## config.mk

```make
export PLATFORM = sky130hd
export DESIGN_NAME = npc_core_flat
export DESIGN_NICKNAME = d
export VERILOG_FILES = /design/src/design/npc_pkg.sv /design/src/design/npc_mem_if.sv /design/src/design/npc_decoder.sv /design/src/design/npc_regfile.sv /design/src/design/npc_lsu.sv /design/src/design/npc_core.sv /design/src/flat_wrapper.sv
export VERILOG_INCLUDE_DIRS = /design/src /design/src/design
export SDC_FILE = /design/constraint.sdc
export NUM_CORES = 2
export LEC_CHECK = 0
export BUFFER_PORTS_ARGS = -buffer_cell sky130_fd_sc_hd__buf_4
export CAP_MARGIN = 40
export CORE_MARGIN = 2
export CORE_UTILIZATION = 40
export CTS_CLUSTER_DIAMETER = 30
export CTS_CLUSTER_SIZE = 28
export DETAILED_ROUTE_END_ITERATION = 10
export PLACE_DENSITY_LB_ADDON = 0.12
export SLEW_MARGIN = 20
export SYNTH_ARGS = -nofsm -noshare
export SYNTH_HDL_FRONTEND = slang
export SYNTH_SLANG_ARGS = --single-unit
```

## constraint.sdc

```tcl
create_clock -name clk -period 14 [get_ports clk]
set_clock_uncertainty 0.15 [all_clocks]
set_input_delay 2.1 -clock clk [delete_from_list [all_inputs] [get_ports clk]]
set_output_delay 2.1 -clock clk [all_outputs]
set_load 0.01 [all_outputs]
```

## src/design/npc_settings.svh

```systemverilog
`ifndef NPC_SETTINGS_SVH
`define NPC_SETTINGS_SVH

// first fetch address after start
`define NPC_RESET_PC 32'h80000000

// instruction memory depth and word-index width
`define NPC_IMEM_WORDS 256
`define NPC_IMEM_AW 8

// data memory depth and word-index width
`define NPC_DMEM_WORDS 256
`define NPC_DMEM_AW 8

`endif

```

## src/design/npc_pkg.sv

```systemverilog
package npc_pkg;

    // major opcodes of the supported RV32I subset
    typedef enum logic [6:0] {
        OP_LUI    = 7'b0110111,
        OP_AUIPC  = 7'b0010111,
        OP_JAL    = 7'b1101111,
        OP_JALR   = 7'b1100111,
        OP_OP_IMM = 7'b0010011,
        OP_OP     = 7'b0110011,
        OP_LOAD   = 7'b0000011,
        OP_STORE  = 7'b0100011,
        OP_SYSTEM = 7'b1110011
    } opcode_e;

    typedef enum logic [1:0] {
        ST_IDLE,
        ST_RUN,
        ST_MEM_WAIT,
        ST_HALT
    } core_state_e;

    // writeback source
    typedef enum logic [1:0] {
        WB_ALU,
        WB_MEM,
        WB_PC4,
        WB_IMM
    } wb_sel_e;

    typedef enum logic {
        SZ_BYTE,
        SZ_WORD
    } mem_size_e;

    typedef struct packed {
        logic [4:0]  rd;
        logic [4:0]  rs1;
        logic [4:0]  rs2;
        logic [31:0] imm;
        logic        reg_wen;
        logic        src1_is_pc;
        logic        src2_is_imm;
        logic        is_load;
        logic        is_store;
        logic        is_jal;
        logic        is_jalr;
        logic        is_ebreak;
        logic        illegal;
        wb_sel_e     wb_sel;
        mem_size_e   size;
    } decoded_t;

endpackage

```

## src/design/npc_mem_if.sv

```systemverilog
interface npc_mem_if;

    // request channel
    logic        req_valid;
    logic        req_ready;
    logic        req_we;
    logic [31:0] req_addr;
    logic [31:0] req_wdata;
    logic [3:0]  req_wmask;

    // response, one per accepted request
    logic        rsp_valid;
    logic [31:0] rsp_rdata;

    modport lsu (
        output req_valid, req_we, req_addr, req_wdata, req_wmask,
        input  req_ready, rsp_valid, rsp_rdata
    );

    modport mem (
        input  req_valid, req_we, req_addr, req_wdata, req_wmask,
        output req_ready, rsp_valid, rsp_rdata
    );

endinterface

```

## src/design/npc_decoder.sv

```systemverilog
module npc_decoder (
    input  logic [31:0]       inst,
    output npc_pkg::decoded_t dec
);

    npc_pkg::opcode_e opcode;
    logic [2:0]       funct3;
    logic [6:0]       funct7;
    logic [31:0]      imm_i;
    logic [31:0]      imm_s;
    logic [31:0]      imm_u;
    logic [31:0]      imm_j;

    assign opcode = npc_pkg::opcode_e'(inst[6:0]);
    assign funct3 = inst[14:12];
    assign funct7 = inst[31:25];

    // all immediates sign extended up front
    assign imm_i = {{20{inst[31]}}, inst[31:20]};
    assign imm_s = {{20{inst[31]}}, inst[31:25], inst[11:7]};
    assign imm_u = {inst[31:12], 12'b0};
    assign imm_j = {{11{inst[31]}}, inst[31], inst[19:12], inst[20], inst[30:21], 1'b0};

    always_comb begin
        dec     = '0;
        dec.rd  = inst[11:7];
        dec.rs1 = inst[19:15];
        dec.rs2 = inst[24:20];

        case (opcode)
            npc_pkg::OP_LUI: begin
                dec.imm     = imm_u;
                dec.reg_wen = 1'b1;
                dec.wb_sel  = npc_pkg::WB_IMM;
            end
            npc_pkg::OP_AUIPC: begin
                dec.imm         = imm_u;
                dec.reg_wen     = 1'b1;
                dec.src1_is_pc  = 1'b1;
                dec.src2_is_imm = 1'b1;
            end
            npc_pkg::OP_JAL: begin
                dec.imm     = imm_j;
                dec.reg_wen = 1'b1;
                dec.is_jal  = 1'b1;
                dec.wb_sel  = npc_pkg::WB_PC4;
            end
            npc_pkg::OP_JALR: begin
                dec.imm = imm_i;
                if (funct3 == 3'b000) begin
                    dec.reg_wen = 1'b1;
                    dec.is_jalr = 1'b1;
                    dec.wb_sel  = npc_pkg::WB_PC4;
                end else begin
                    dec.illegal = 1'b1;
                end
            end
            npc_pkg::OP_OP_IMM: begin
                // addi only
                dec.imm = imm_i;
                if (funct3 == 3'b000) begin
                    dec.reg_wen     = 1'b1;
                    dec.src2_is_imm = 1'b1;
                end else begin
                    dec.illegal = 1'b1;
                end
            end
            npc_pkg::OP_OP: begin
                // add only with funct7 zero
                if (funct3 == 3'b000 && funct7 == 7'b0) begin
                    dec.reg_wen = 1'b1;
                end else begin
                    dec.illegal = 1'b1;
                end
            end
            npc_pkg::OP_LOAD: begin
                dec.imm = imm_i;
                if (funct3 == 3'b010 || funct3 == 3'b100) begin
                    dec.reg_wen = 1'b1;
                    dec.is_load = 1'b1;
                    dec.wb_sel  = npc_pkg::WB_MEM;
                    dec.size    = (funct3 == 3'b010) ? npc_pkg::SZ_WORD : npc_pkg::SZ_BYTE;
                end else begin
                    dec.illegal = 1'b1;
                end
            end
            npc_pkg::OP_STORE: begin
                dec.imm = imm_s;
                if (funct3 == 3'b010 || funct3 == 3'b000) begin
                    dec.is_store = 1'b1;
                    dec.size     = (funct3 == 3'b010) ? npc_pkg::SZ_WORD : npc_pkg::SZ_BYTE;
                end else begin
                    dec.illegal = 1'b1;
                end
            end
            npc_pkg::OP_SYSTEM: begin
                // the whole word has to match ebreak
                if (inst == 32'h00100073) begin
                    dec.is_ebreak = 1'b1;
                end else begin
                    dec.illegal = 1'b1;
                end
            end
            default: begin
                dec.illegal = 1'b1;
            end
        endcase
    end

endmodule

```

## src/design/npc_regfile.sv

```systemverilog
module npc_regfile (
    input  logic        clk,
    input  logic        reset,
    input  logic        wen,
    input  logic [4:0]  waddr,
    input  logic [31:0] wdata,
    input  logic [4:0]  raddr1,
    input  logic [4:0]  raddr2,
    output logic [31:0] rdata1,
    output logic [31:0] rdata2
);

    logic [31:0] regs [32];

    always_ff @(posedge clk) begin
        if (reset) begin
            for (int i = 0; i < 32; i++) begin
                regs[i] <= 32'b0;
            end
        end else if (wen && waddr != 5'd0) begin
            regs[waddr] <= wdata;
        end
    end

    // x0 always reads zero
    assign rdata1 = (raddr1 == 5'd0) ? 32'b0 : regs[raddr1];
    assign rdata2 = (raddr2 == 5'd0) ? 32'b0 : regs[raddr2];

endmodule

```

## src/design/npc_lsu.sv

```systemverilog
module npc_lsu (
    input  logic               clk,
    input  logic               reset,
    input  logic               issue,
    input  logic               is_store,
    input  npc_pkg::mem_size_e size,
    input  logic [31:0]        addr,
    input  logic [31:0]        store_data,
    output logic               busy,
    output logic               done,
    output logic [31:0]        load_data,
    npc_mem_if.lsu             mem
);

    logic               accept;
    logic               outstanding;
    logic [1:0]         lane;
    logic [1:0]         lane_q;
    npc_pkg::mem_size_e size_q;
    logic [7:0]         rsp_byte;

    assign lane = addr[1:0];

    // request fields follow the core, which holds the instruction until accepted
    assign mem.req_valid = issue;
    assign mem.req_we    = is_store;
    assign mem.req_addr  = {addr[31:2], 2'b00};
    assign mem.req_wmask = (size == npc_pkg::SZ_WORD) ? 4'b1111 : (4'b0001 << lane);
    assign mem.req_wdata = (size == npc_pkg::SZ_WORD) ? store_data
                                                       : ({24'b0, store_data[7:0]} << {lane, 3'b000});

    assign accept = mem.req_valid && mem.req_ready;

    always_ff @(posedge clk) begin
        if (reset) begin
            outstanding <= 1'b0;
        end else if (accept) begin
            outstanding <= 1'b1;
        end else if (mem.rsp_valid) begin
            outstanding <= 1'b0;
        end
    end

    // lane and size kept for the response
    always_ff @(posedge clk) begin
        if (accept) begin
            lane_q <= lane;
            size_q <= size;
        end
    end

    // stalled request or response still due
    assign busy = outstanding || (issue && !mem.req_ready);
    assign done = mem.rsp_valid;

    assign rsp_byte  = mem.rsp_rdata[{lane_q, 3'b000} +: 8];
    assign load_data = (size_q == npc_pkg::SZ_WORD) ? mem.rsp_rdata : {24'b0, rsp_byte};

endmodule

```

## src/design/npc_core.sv

```systemverilog
`include "npc_settings.svh"

module npc_core (
    input  logic        clk,
    input  logic        reset,
    input  logic        start,
    output logic [31:0] fetch_addr,
    input  logic [31:0] fetch_data,
    output logic        load_ready,
    output logic        retire_valid,
    output logic [31:0] retire_pc,
    output logic        retire_wen,
    output logic [4:0]  retire_rd,
    output logic [31:0] retire_wdata,
    output logic        halted,
    output logic        illegal,
    output logic [31:0] halt_pc,
    npc_mem_if.lsu      mem
);

    npc_pkg::core_state_e state;
    npc_pkg::decoded_t    dec;

    logic [31:0] pc;
    logic [31:0] next_pc;
    logic [31:0] pc_plus4;
    logic [31:0] rs1_val;
    logic [31:0] rs2_val;
    logic [31:0] alu_src1;
    logic [31:0] alu_src2;
    logic [31:0] alu_sum;
    logic [31:0] base_plus_imm;
    logic [31:0] wb_data;
    logic [31:0] lsu_load_data;
    logic        lsu_busy;
    logic        lsu_done;
    logic        is_mem;
    logic        running;
    logic        halt_now;

    assign fetch_addr = pc;

    npc_decoder u_decoder (
        .inst (fetch_data),
        .dec  (dec)
    );

    npc_regfile u_regfile (
        .clk    (clk),
        .reset  (reset),
        .wen    (retire_valid && dec.reg_wen),
        .waddr  (dec.rd),
        .wdata  (wb_data),
        .raddr1 (dec.rs1),
        .raddr2 (dec.rs2),
        .rdata1 (rs1_val),
        .rdata2 (rs2_val)
    );

    assign running  = (state == npc_pkg::ST_RUN);
    assign is_mem   = dec.is_load || dec.is_store;
    assign halt_now = running && (dec.is_ebreak || dec.illegal);

    // adder shared by jalr targets and load/store addresses
    assign base_plus_imm = rs1_val + dec.imm;

    npc_lsu u_lsu (
        .clk        (clk),
        .reset      (reset),
        .issue      (running && is_mem),
        .is_store   (dec.is_store),
        .size       (dec.size),
        .addr       (base_plus_imm),
        .store_data (rs2_val),
        .busy       (lsu_busy),
        .done       (lsu_done),
        .load_data  (lsu_load_data),
        .mem        (mem)
    );

    // the only alu operation is add
    assign alu_src1 = dec.src1_is_pc ? pc : rs1_val;
    assign alu_src2 = dec.src2_is_imm ? dec.imm : rs2_val;
    assign alu_sum  = alu_src1 + alu_src2;

    assign pc_plus4 = pc + 32'd4;
    assign next_pc  = dec.is_jalr ? {base_plus_imm[31:1], 1'b0} :
                      dec.is_jal  ? pc + dec.imm :
                      pc_plus4;

    always_comb begin
        case (dec.wb_sel)
            npc_pkg::WB_MEM: wb_data = lsu_load_data;
            npc_pkg::WB_PC4: wb_data = pc_plus4;
            npc_pkg::WB_IMM: wb_data = dec.imm;
            default:         wb_data = alu_sum;
        endcase
    end

    // loads and stores retire on the response and everything else in ST_RUN
    assign retire_valid = (running && !is_mem && !halt_now)
                       || (state == npc_pkg::ST_MEM_WAIT && lsu_done);
    assign retire_pc    = pc;
    assign retire_wen   = dec.reg_wen;
    assign retire_rd    = dec.rd;
    assign retire_wdata = wb_data;

    assign load_ready = (state == npc_pkg::ST_IDLE) || (state == npc_pkg::ST_HALT);

    always_ff @(posedge clk) begin
        if (reset) begin
            state   <= npc_pkg::ST_IDLE;
            pc      <= `NPC_RESET_PC;
            halted  <= 1'b0;
            illegal <= 1'b0;
            halt_pc <= 32'b0;
        end else begin
            case (state)
                npc_pkg::ST_RUN: begin
                    if (halt_now) begin
                        state   <= npc_pkg::ST_HALT;
                        halted  <= 1'b1;
                        illegal <= dec.illegal;
                        halt_pc <= pc;
                    end else if (is_mem) begin
                        // stay here until the request is taken
                        if (!lsu_busy) begin
                            state <= npc_pkg::ST_MEM_WAIT;
                        end
                    end else begin
                        pc <= next_pc;
                    end
                end
                npc_pkg::ST_MEM_WAIT: begin
                    if (lsu_done) begin
                        pc    <= next_pc;
                        state <= npc_pkg::ST_RUN;
                    end
                end
                default: begin
                    // start from idle or halt restarts at the reset pc
                    if (start) begin
                        state   <= npc_pkg::ST_RUN;
                        pc      <= `NPC_RESET_PC;
                        halted  <= 1'b0;
                        illegal <= 1'b0;
                    end
                end
            endcase
        end
    end

endmodule

```

## src/flat_wrapper.sv

```systemverilog
// flat-port wrapper written by rule: the top's interface ports become plain ports
module npc_core_flat 
  (clk, reset, start, fetch_addr, fetch_data, load_ready, retire_valid, retire_pc, retire_wen, retire_rd, retire_wdata, halted, illegal, halt_pc, mem_req_valid, mem_req_we, mem_req_addr, mem_req_wdata, mem_req_wmask, mem_req_ready, mem_rsp_valid, mem_rsp_rdata);
  npc_mem_if mem_i ();
  input  logic clk;
  input  logic reset;
  input  logic start;
  output logic [31:0] fetch_addr;
  input  logic [31:0] fetch_data;
  output logic load_ready;
  output logic retire_valid;
  output logic [31:0] retire_pc;
  output logic retire_wen;
  output logic [4:0] retire_rd;
  output logic [31:0] retire_wdata;
  output logic halted;
  output logic illegal;
  output logic [31:0] halt_pc;
  output wire logic [$bits(mem_i.req_valid)-1:0] mem_req_valid;
  output wire logic [$bits(mem_i.req_we)-1:0] mem_req_we;
  output wire logic [$bits(mem_i.req_addr)-1:0] mem_req_addr;
  output wire logic [$bits(mem_i.req_wdata)-1:0] mem_req_wdata;
  output wire logic [$bits(mem_i.req_wmask)-1:0] mem_req_wmask;
  input wire logic [$bits(mem_i.req_ready)-1:0] mem_req_ready;
  input wire logic [$bits(mem_i.rsp_valid)-1:0] mem_rsp_valid;
  input wire logic [$bits(mem_i.rsp_rdata)-1:0] mem_rsp_rdata;
  assign mem_req_valid = mem_i.req_valid;
  assign mem_req_we = mem_i.req_we;
  assign mem_req_addr = mem_i.req_addr;
  assign mem_req_wdata = mem_i.req_wdata;
  assign mem_req_wmask = mem_i.req_wmask;
  assign mem_i.req_ready = mem_req_ready;
  assign mem_i.rsp_valid = mem_rsp_valid;
  assign mem_i.rsp_rdata = mem_rsp_rdata;
  npc_core u_core (.clk(clk), .reset(reset), .start(start), .fetch_addr(fetch_addr), .fetch_data(fetch_data), .load_ready(load_ready), .retire_valid(retire_valid), .retire_pc(retire_pc), .retire_wen(retire_wen), .retire_rd(retire_rd), .retire_wdata(retire_wdata), .halted(halted), .illegal(illegal), .halt_pc(halt_pc), .mem(mem_i));
endmodule
```

After elaboration in Yosys (flattened, before gate mapping)

Memory sizes are Yosys's and may differ from the RTL's.
Cells that the tools add are included.
Widths: inputs -> output; s select.

Add/sub/neg operators: 4
Equality and inequality tests: 24
Shift-type cells: 3
Multiplexer cells: 62
Bitwise logic cells: 1
Reduce and logical (&&, ||, !) cells: 38

Operators by type and width:

| cell                  | number |
|---|---|
| $mux 32               | 13 |
| $pmux 32 s4           | 1 |
| $add 32x32->32        | 3 |
| $pmux 32 s3           | 1 |
| $pmux 32 s2           | 1 |
| $add 32x3->32 const B | 1 |
| $eq 32x21->1 const B  | 1 |
| $reduce_or 32->1      | 1 |
| $shiftx 32x6->8       | 1 |
| $shl 8x5->32          | 1 |
| $mux 1                | 29 |
| $eq 7x6->1 const B    | 3 |
| $eq 7x7->1 const B    | 3 |
| $eq 7x5->1 const B    | 2 |
| $mux 2                | 7 |
| $logic_and 1x1->1     | 10 |
| $logic_not 5->1       | 2 |
| $eq 2x2->1 const B    | 4 |
| $ne 2x2->1 const B    | 4 |
| $pmux 1 s2            | 4 |
| $pmux 2 s4            | 1 |
| $reduce_and 4->1      | 2 |
| $eq 7x2->1 const B    | 1 |
| $logic_not 7->1       | 1 |
| other kinds (23)      | 35 |

Register bits after elaboration: 72
RAM bits: 1024
Bits of input ports: 69
Output and inout port bits: 208
Logic and storage cells: 141
Memories: 1

Memories:

| memory                | words | bits a word | rd ports | clocked after memory_dff | wr ports | RTL line          | RTL |
|---|---|---|---|---|---|---|---|
| u_core.u_regfile.regs | 32    | 32          | 2        | 0                        | 32       | npc_regfile.sv:13 | `logic [31:0] regs [32];` |

Logic depth before layout (Yosys ltp)

Depth in word-level cells: 16
Depth in mapped cells: 25
Mapped depth without buffers: 20

By module

Synthesis repeated with hierarchy kept, for this count alone.

Cells, all modules: 5365
Area total of the unflattened synthesis: 67103.1 µm²

Modules (own cells, without submodules):

| module      | times used | cells an instance | area an instance (µm²) | seq. area each (µm²) |
|---|---|---|---|---|
| npc_regfile | 1          | 3761              | 54832.6                | 30749.5 |
| npc_core    | 1          | 1298              | 10164.7                | 1361.3 |
| npc_lsu     | 1          | 179               | 1214.9                 | 110.1 |
| npc_decoder | 1          | 127               | 890.9                  | 0.0 |

Worst setup path after synthesis

No wires, ideal clock.

Kind: input port to output port
From: input port fetch_data[20]
To: output port retire_wdata[30]
Arrival time: 7.419 ns
Data required time: 11.750 ns
Path slack: 4.331 ns
Stages: 22
Buffers on the path: 7
Cells stage by stage: buf_2 buf_2 buf_2 buf_1 buf_2 mux4_2 mux4_2 a21oi_1 a21oi_1 ha_1 clkbuf_1 a21o_1 o21bai_1 a2111oi_0 o21bai_1 o21ai_1 a21oi_1 a221oi_1 nor4b_1 a211oi_2 buf_2 inv_1

Longest elaborated chain between the ends: 5
Elaborated cells on any way between the ends: 7
Classes of those cells: add/sub (1); mux (4); reduce/logical (1); memory (1)

Ends and longest elaborated chain:

| what                                                    | RTL line           | RTL |
|---|---|---|
| start: declaration                                      | flat_wrapper.sv:9  | `input logic [31:0] fetch_data;` |
| $mem_v2 32x32 / $logic_not 5->1 (equally long branches) | --                 |  |
| $mux 32                                                 | npc_regfile.sv:27  | `assign rdata2 = (raddr2 == 5'd0) ? 32'b0 : regs[raddr2];` |
| $mux 32 (*)                                             | npc_core.sv:83     | `assign alu_src2 = dec.src2_is_imm ? dec.imm : rs2_val;` |
| $add 32x32->32 (*)                                      | npc_core.sv:84     | `assign alu_sum = alu_src1 + alu_src2;` |
| $pmux 32 s3 (*)                                         | npc_core.sv:92     | `case (dec.wb_sel)` |
| end: declaration                                        | flat_wrapper.sv:15 | `output logic [31:0] retire_wdata;` |

Mark *: on every way between the ends. The rest lies on a longest branch, timed or not.

Worst setup path in the final report

From: input port fetch_data[21]
To: output port retire_wdata[31]

The elaborated chain is that of the path after synthesis.

==> results list <==
- The flow ran to the end, and the final reports show no timing, DRC or antenna violations.
- Initial Util: 40.1%
* Via count of the first global-routing pass: 47,622
* Crit path launch type: input port
- Clk Latency, worst-skew pair: 920 ps
- Placer's final routability congestion estimate: 1.01
- From left edge to right edge, the die measures 402 um.
- Share of synthesized cell area in full adder, half adder and majority cells: 1.99%
* Timing-limited maximum frequency: 89.9 MHz
- Synthesized-area fraction occupied by ao, oa, aoi and oai cells: 7.10%
- In this run, synthesis produced a sequential element count of 1,096.
* Hold Path Depth: 2
* Dpl cell area: 67,600 sq um
- Half-perimeter wire length of the detailed placement result: 163,000 um
- Final hold violation count: 0
* Post-CTS resize count: 0
- Number of vias per cell after detailed routing: 6.37
- Hold Crit Start: u_core.halt_pc[15]$_SDFFE_PP0P_
- Standard cell core area: 158,000 sq um
- Most frequent CP cell: buf_4
- DR vias: 48,582
* Min-Delay Endpoint: u_core.halt_pc[15]$_SDFFE_PP0P_
- Min-delay worst type: reg -> reg
- CTS tree: done
- The count of nets left with antenna violations once routing finished came out at 0.
* Max stage delay cell, worst path: buf_4
- Global routing used 32.0% of the available tracks.
- Of the cells placed in the final design, the portion with a size suffix greater than 1 is 28.3%.
* Number of synthesized flops with an enable pin: 1,027
* P&R area growth vs syn: 21.9%
- Dividing the final minimum period by the clock period gives 79.5%.
* VDD IR max: 123 uV
- After synthesis, the largest family of logic cells by area is multiplexers.
- Sequential fraction of the synthesis area: 50.9%
- Clock-pin slew was measured on the worst setup and hold paths at 40 ps.
- Summing the areas of all xor and xnor instances in the mapped netlist gives 1.49% of the synthesized area.
- Setup total negative slack on the finished layout was measured at 0 ps.
- The top cell types in the final layout, fill and taps aside, are nor2_1, edfxtp_1, mux4_2.
- During I/O placement, the number of pins put on the boundary was 277.
- Setup repair after global routing left no endpoint under its margin.
* Total power divided by cell area: 161 nW/um^2
* Multiplexer share of the synthesized area: 22.5%
* Synth unique cells: 83
- Synthesis warning total: 0
- In this design, the stage delay of the slowest critical-path cell is 750 ps.
- R2R Path End: u_core.u_regfile.regs[15][30]$_SDFFCE_PN0P_
- For this run, asynchronously set or reset flops after synthesis account for 0%.
- Post-Synth Simple-Gate Area: 11.8%
* H-Tree Level Count: 5
- The number of hold buffers added after CTS was 0.
- Overall routed net length: 262,000 um
- Pin count of the biggest net entering global routing: 117
* WP data required: 11,750 ps
- For the pin with the worst max-slew slack, the measured transition is 1180 ps.
* TritonRoute pass-1 iters: 9
- Of all nets on the critical path, the largest fanout is 58.
* Wire length per cell: 34.3 um
- Core occupancy in the finished layout: 48.9%
* Deepest clock path buffer count: 4
- Most common library cell in the layout ignoring fill and taps: nor2_1
* Dominant synthesized flop cell: edfxtp_1
- The first global-routing pass estimated 364,000 um of wire.
* CTS sink count: 1,096
- The worst register-to-register path has a setup slack of 7410 ps.
- Measured against its own limit, the worst slew margin works out to 21.4%.
* Endpoint type of the worst setup path: output port
- From bottom edge to top edge, the die measures 402 um.
- Number of buffer cells added on primary ports: 274
- The setup path with the least slack is of type in -> out.
- Once layout is done, the placed cells without fillers occupy 77,200 sq um.
- Slew Limit Fails: 0
- Cells after synthesis: 5,121
* Cell area after technology mapping: 63,300 sq um
- Post-CTS timing repair inserted 0 buffers for setup.
- After detailed routing, the number of remaining DRC violations is 0.
- The average instance in the mapped netlist occupies 12.4 sq um.
* Number of inserted filler cells in the final layout: 13,858
* Worst Reg2Reg Path Length in Cells: 19
- Number of buffers created by CTS: 296
* Leakage Power: 0.0298 uW
* Max Cap Viol: 0
* Clock period minus final worst setup slack: 11,120 ps
* Row Count: 146
- For the worst setup path, the data arrival time is 8870 ps.
* Cell chosen for the clock root: clkbuf_16
- Antenna violations before repair: 6
- Drt first-iter violations: 6,813
- Cell-by-cell listing of the critical path: buf_8, buf_4, mux4_2, mux4_2, nor2b_1, a21oi_1, nand2_1, o21a_1, ha_1, a21oi_1, nor2_1, o211ai_1, o211ai_1, a31oi_1, o21ai_0, a211oi_1, xnor2_1, a21oi_4, buf_4, inv_1, buf_4
* Fin nets: 5,517
* Gr ovfl total: 0
* Source of the worst register-to-register timing path: u_core.u_regfile.regs[10][0]$_SDFFCE_PN0P_
- Die area: 162,000 sq um
* Final setup viols: 0
metrics by stage:
stage	hold slack (ps)	worst slack [ps]	power (uW)	instances
detailed placement	332	3020	5880	7116
floorplan	302	4330	4950	5154
finish	341	2880	12400	7628
global route	367	2590	12700	7627
CTS	342	3010	12400	7620
global placement	318	2980	5860	7103
synthesized netlist by cell type (41+ instances only):
master	count	area, sq um
ha_1	96	1200
xnor2_1	68	596
edfxtp_1	1027	30800
nor3_1	42	210
nor2_1	1226	4600
inv_1	74	278
nand2_1	255	957
nor2b_1	41	257
buf_4	75	563
a21o_1	50	375
dfxtp_1	69	1380
mux4_2	557	12500
o22ai_1	56	350
o21ai_0	111	556
a21oi_1	220	1100
mux2i_1	136	1360
buf_2	138	691
nand2b_1	51	319
nand3_1	45	225
clkbuf_1	287	1080
cells by family (layout without fill, tap and decap cells):
logic type / after synthesis / count (layout)
buf+inv: 610 / 1011
flops: 1096 / 1096
xor+xnor: 108 / 108
other cells: 1 / 35
compound gates: 702 / 702
mux: 721 / 721
fa+ha+maj: 99 / 99
simple gates: 1784 / 1784
power by group:
group / total (uW) / leakage [uW] / internal, uW / switching (uW)
clock: 6530 / 0.00465 / 4550 / 1980
sequential: 3760 / 0.0111 / 3700 / 60.9
combinational: 2100 / 0.0140 / 644 / 1460
registers in the layout, indices dropped and copies added (netlist names):
register	count
u_core.fetch_addr	32
u_core.illegal	1
u_core.u_regfile.regs	1024
u_core.halted	1
u_core.state	2
u_core.halt_pc	32
u_core.u_lsu.outstanding	1
u_core.u_lsu.lane_q	2
u_core.u_lsu.size_q	1
worst max-delay path by stage:
stage,from,end,cells after the start
4_1_cts,fetch_data[21],retire_wdata[31],21
6_report,fetch_data[21],retire_wdata[31],21
5_1_grt,fetch_data[21],retire_wdata[31],21
3_3_place_gp,fetch_data[21],retire_wdata[30],19
3_5_place_dp,fetch_data[21],retire_wdata[31],21
2_1_floorplan,fetch_data[20],retire_wdata[30],22
cell type report:
class	count	area (sq um)	area share [%]
Multi-Input combinational cell	3448	29100	37.7
Timing Repair Buffer	432	3520	4.55
Clock buffer	337	7670	9.93
Antenna cell	1	2.50	0.00324
Inverter	75	284	0.368
Sequential cell	1096	32200	41.7
Tap cell	2072	2590	3.36
Clock inverter	167	1850	2.40
worst max-delay path, delay by kind of cell:
kind | cells | cell delay (ps)
mux | 2 | 940
simple gates | 3 | 450
compound gates | 9 | 2830
fa+ha+maj | 1 | 270
xor+xnor | 1 | 140
buf+inv | 5 | 1940
metal layers:
metal	GRT usage (%)	routed length [um]	part of all wire (%)
met4	12.7	11100	4.2
met5	0	30	0.011
met1	43.0	103000	39
met3	7.98	28700	11
met2	49.8	119000	45
Note: power is estimated with default switching activity, not from simulation.
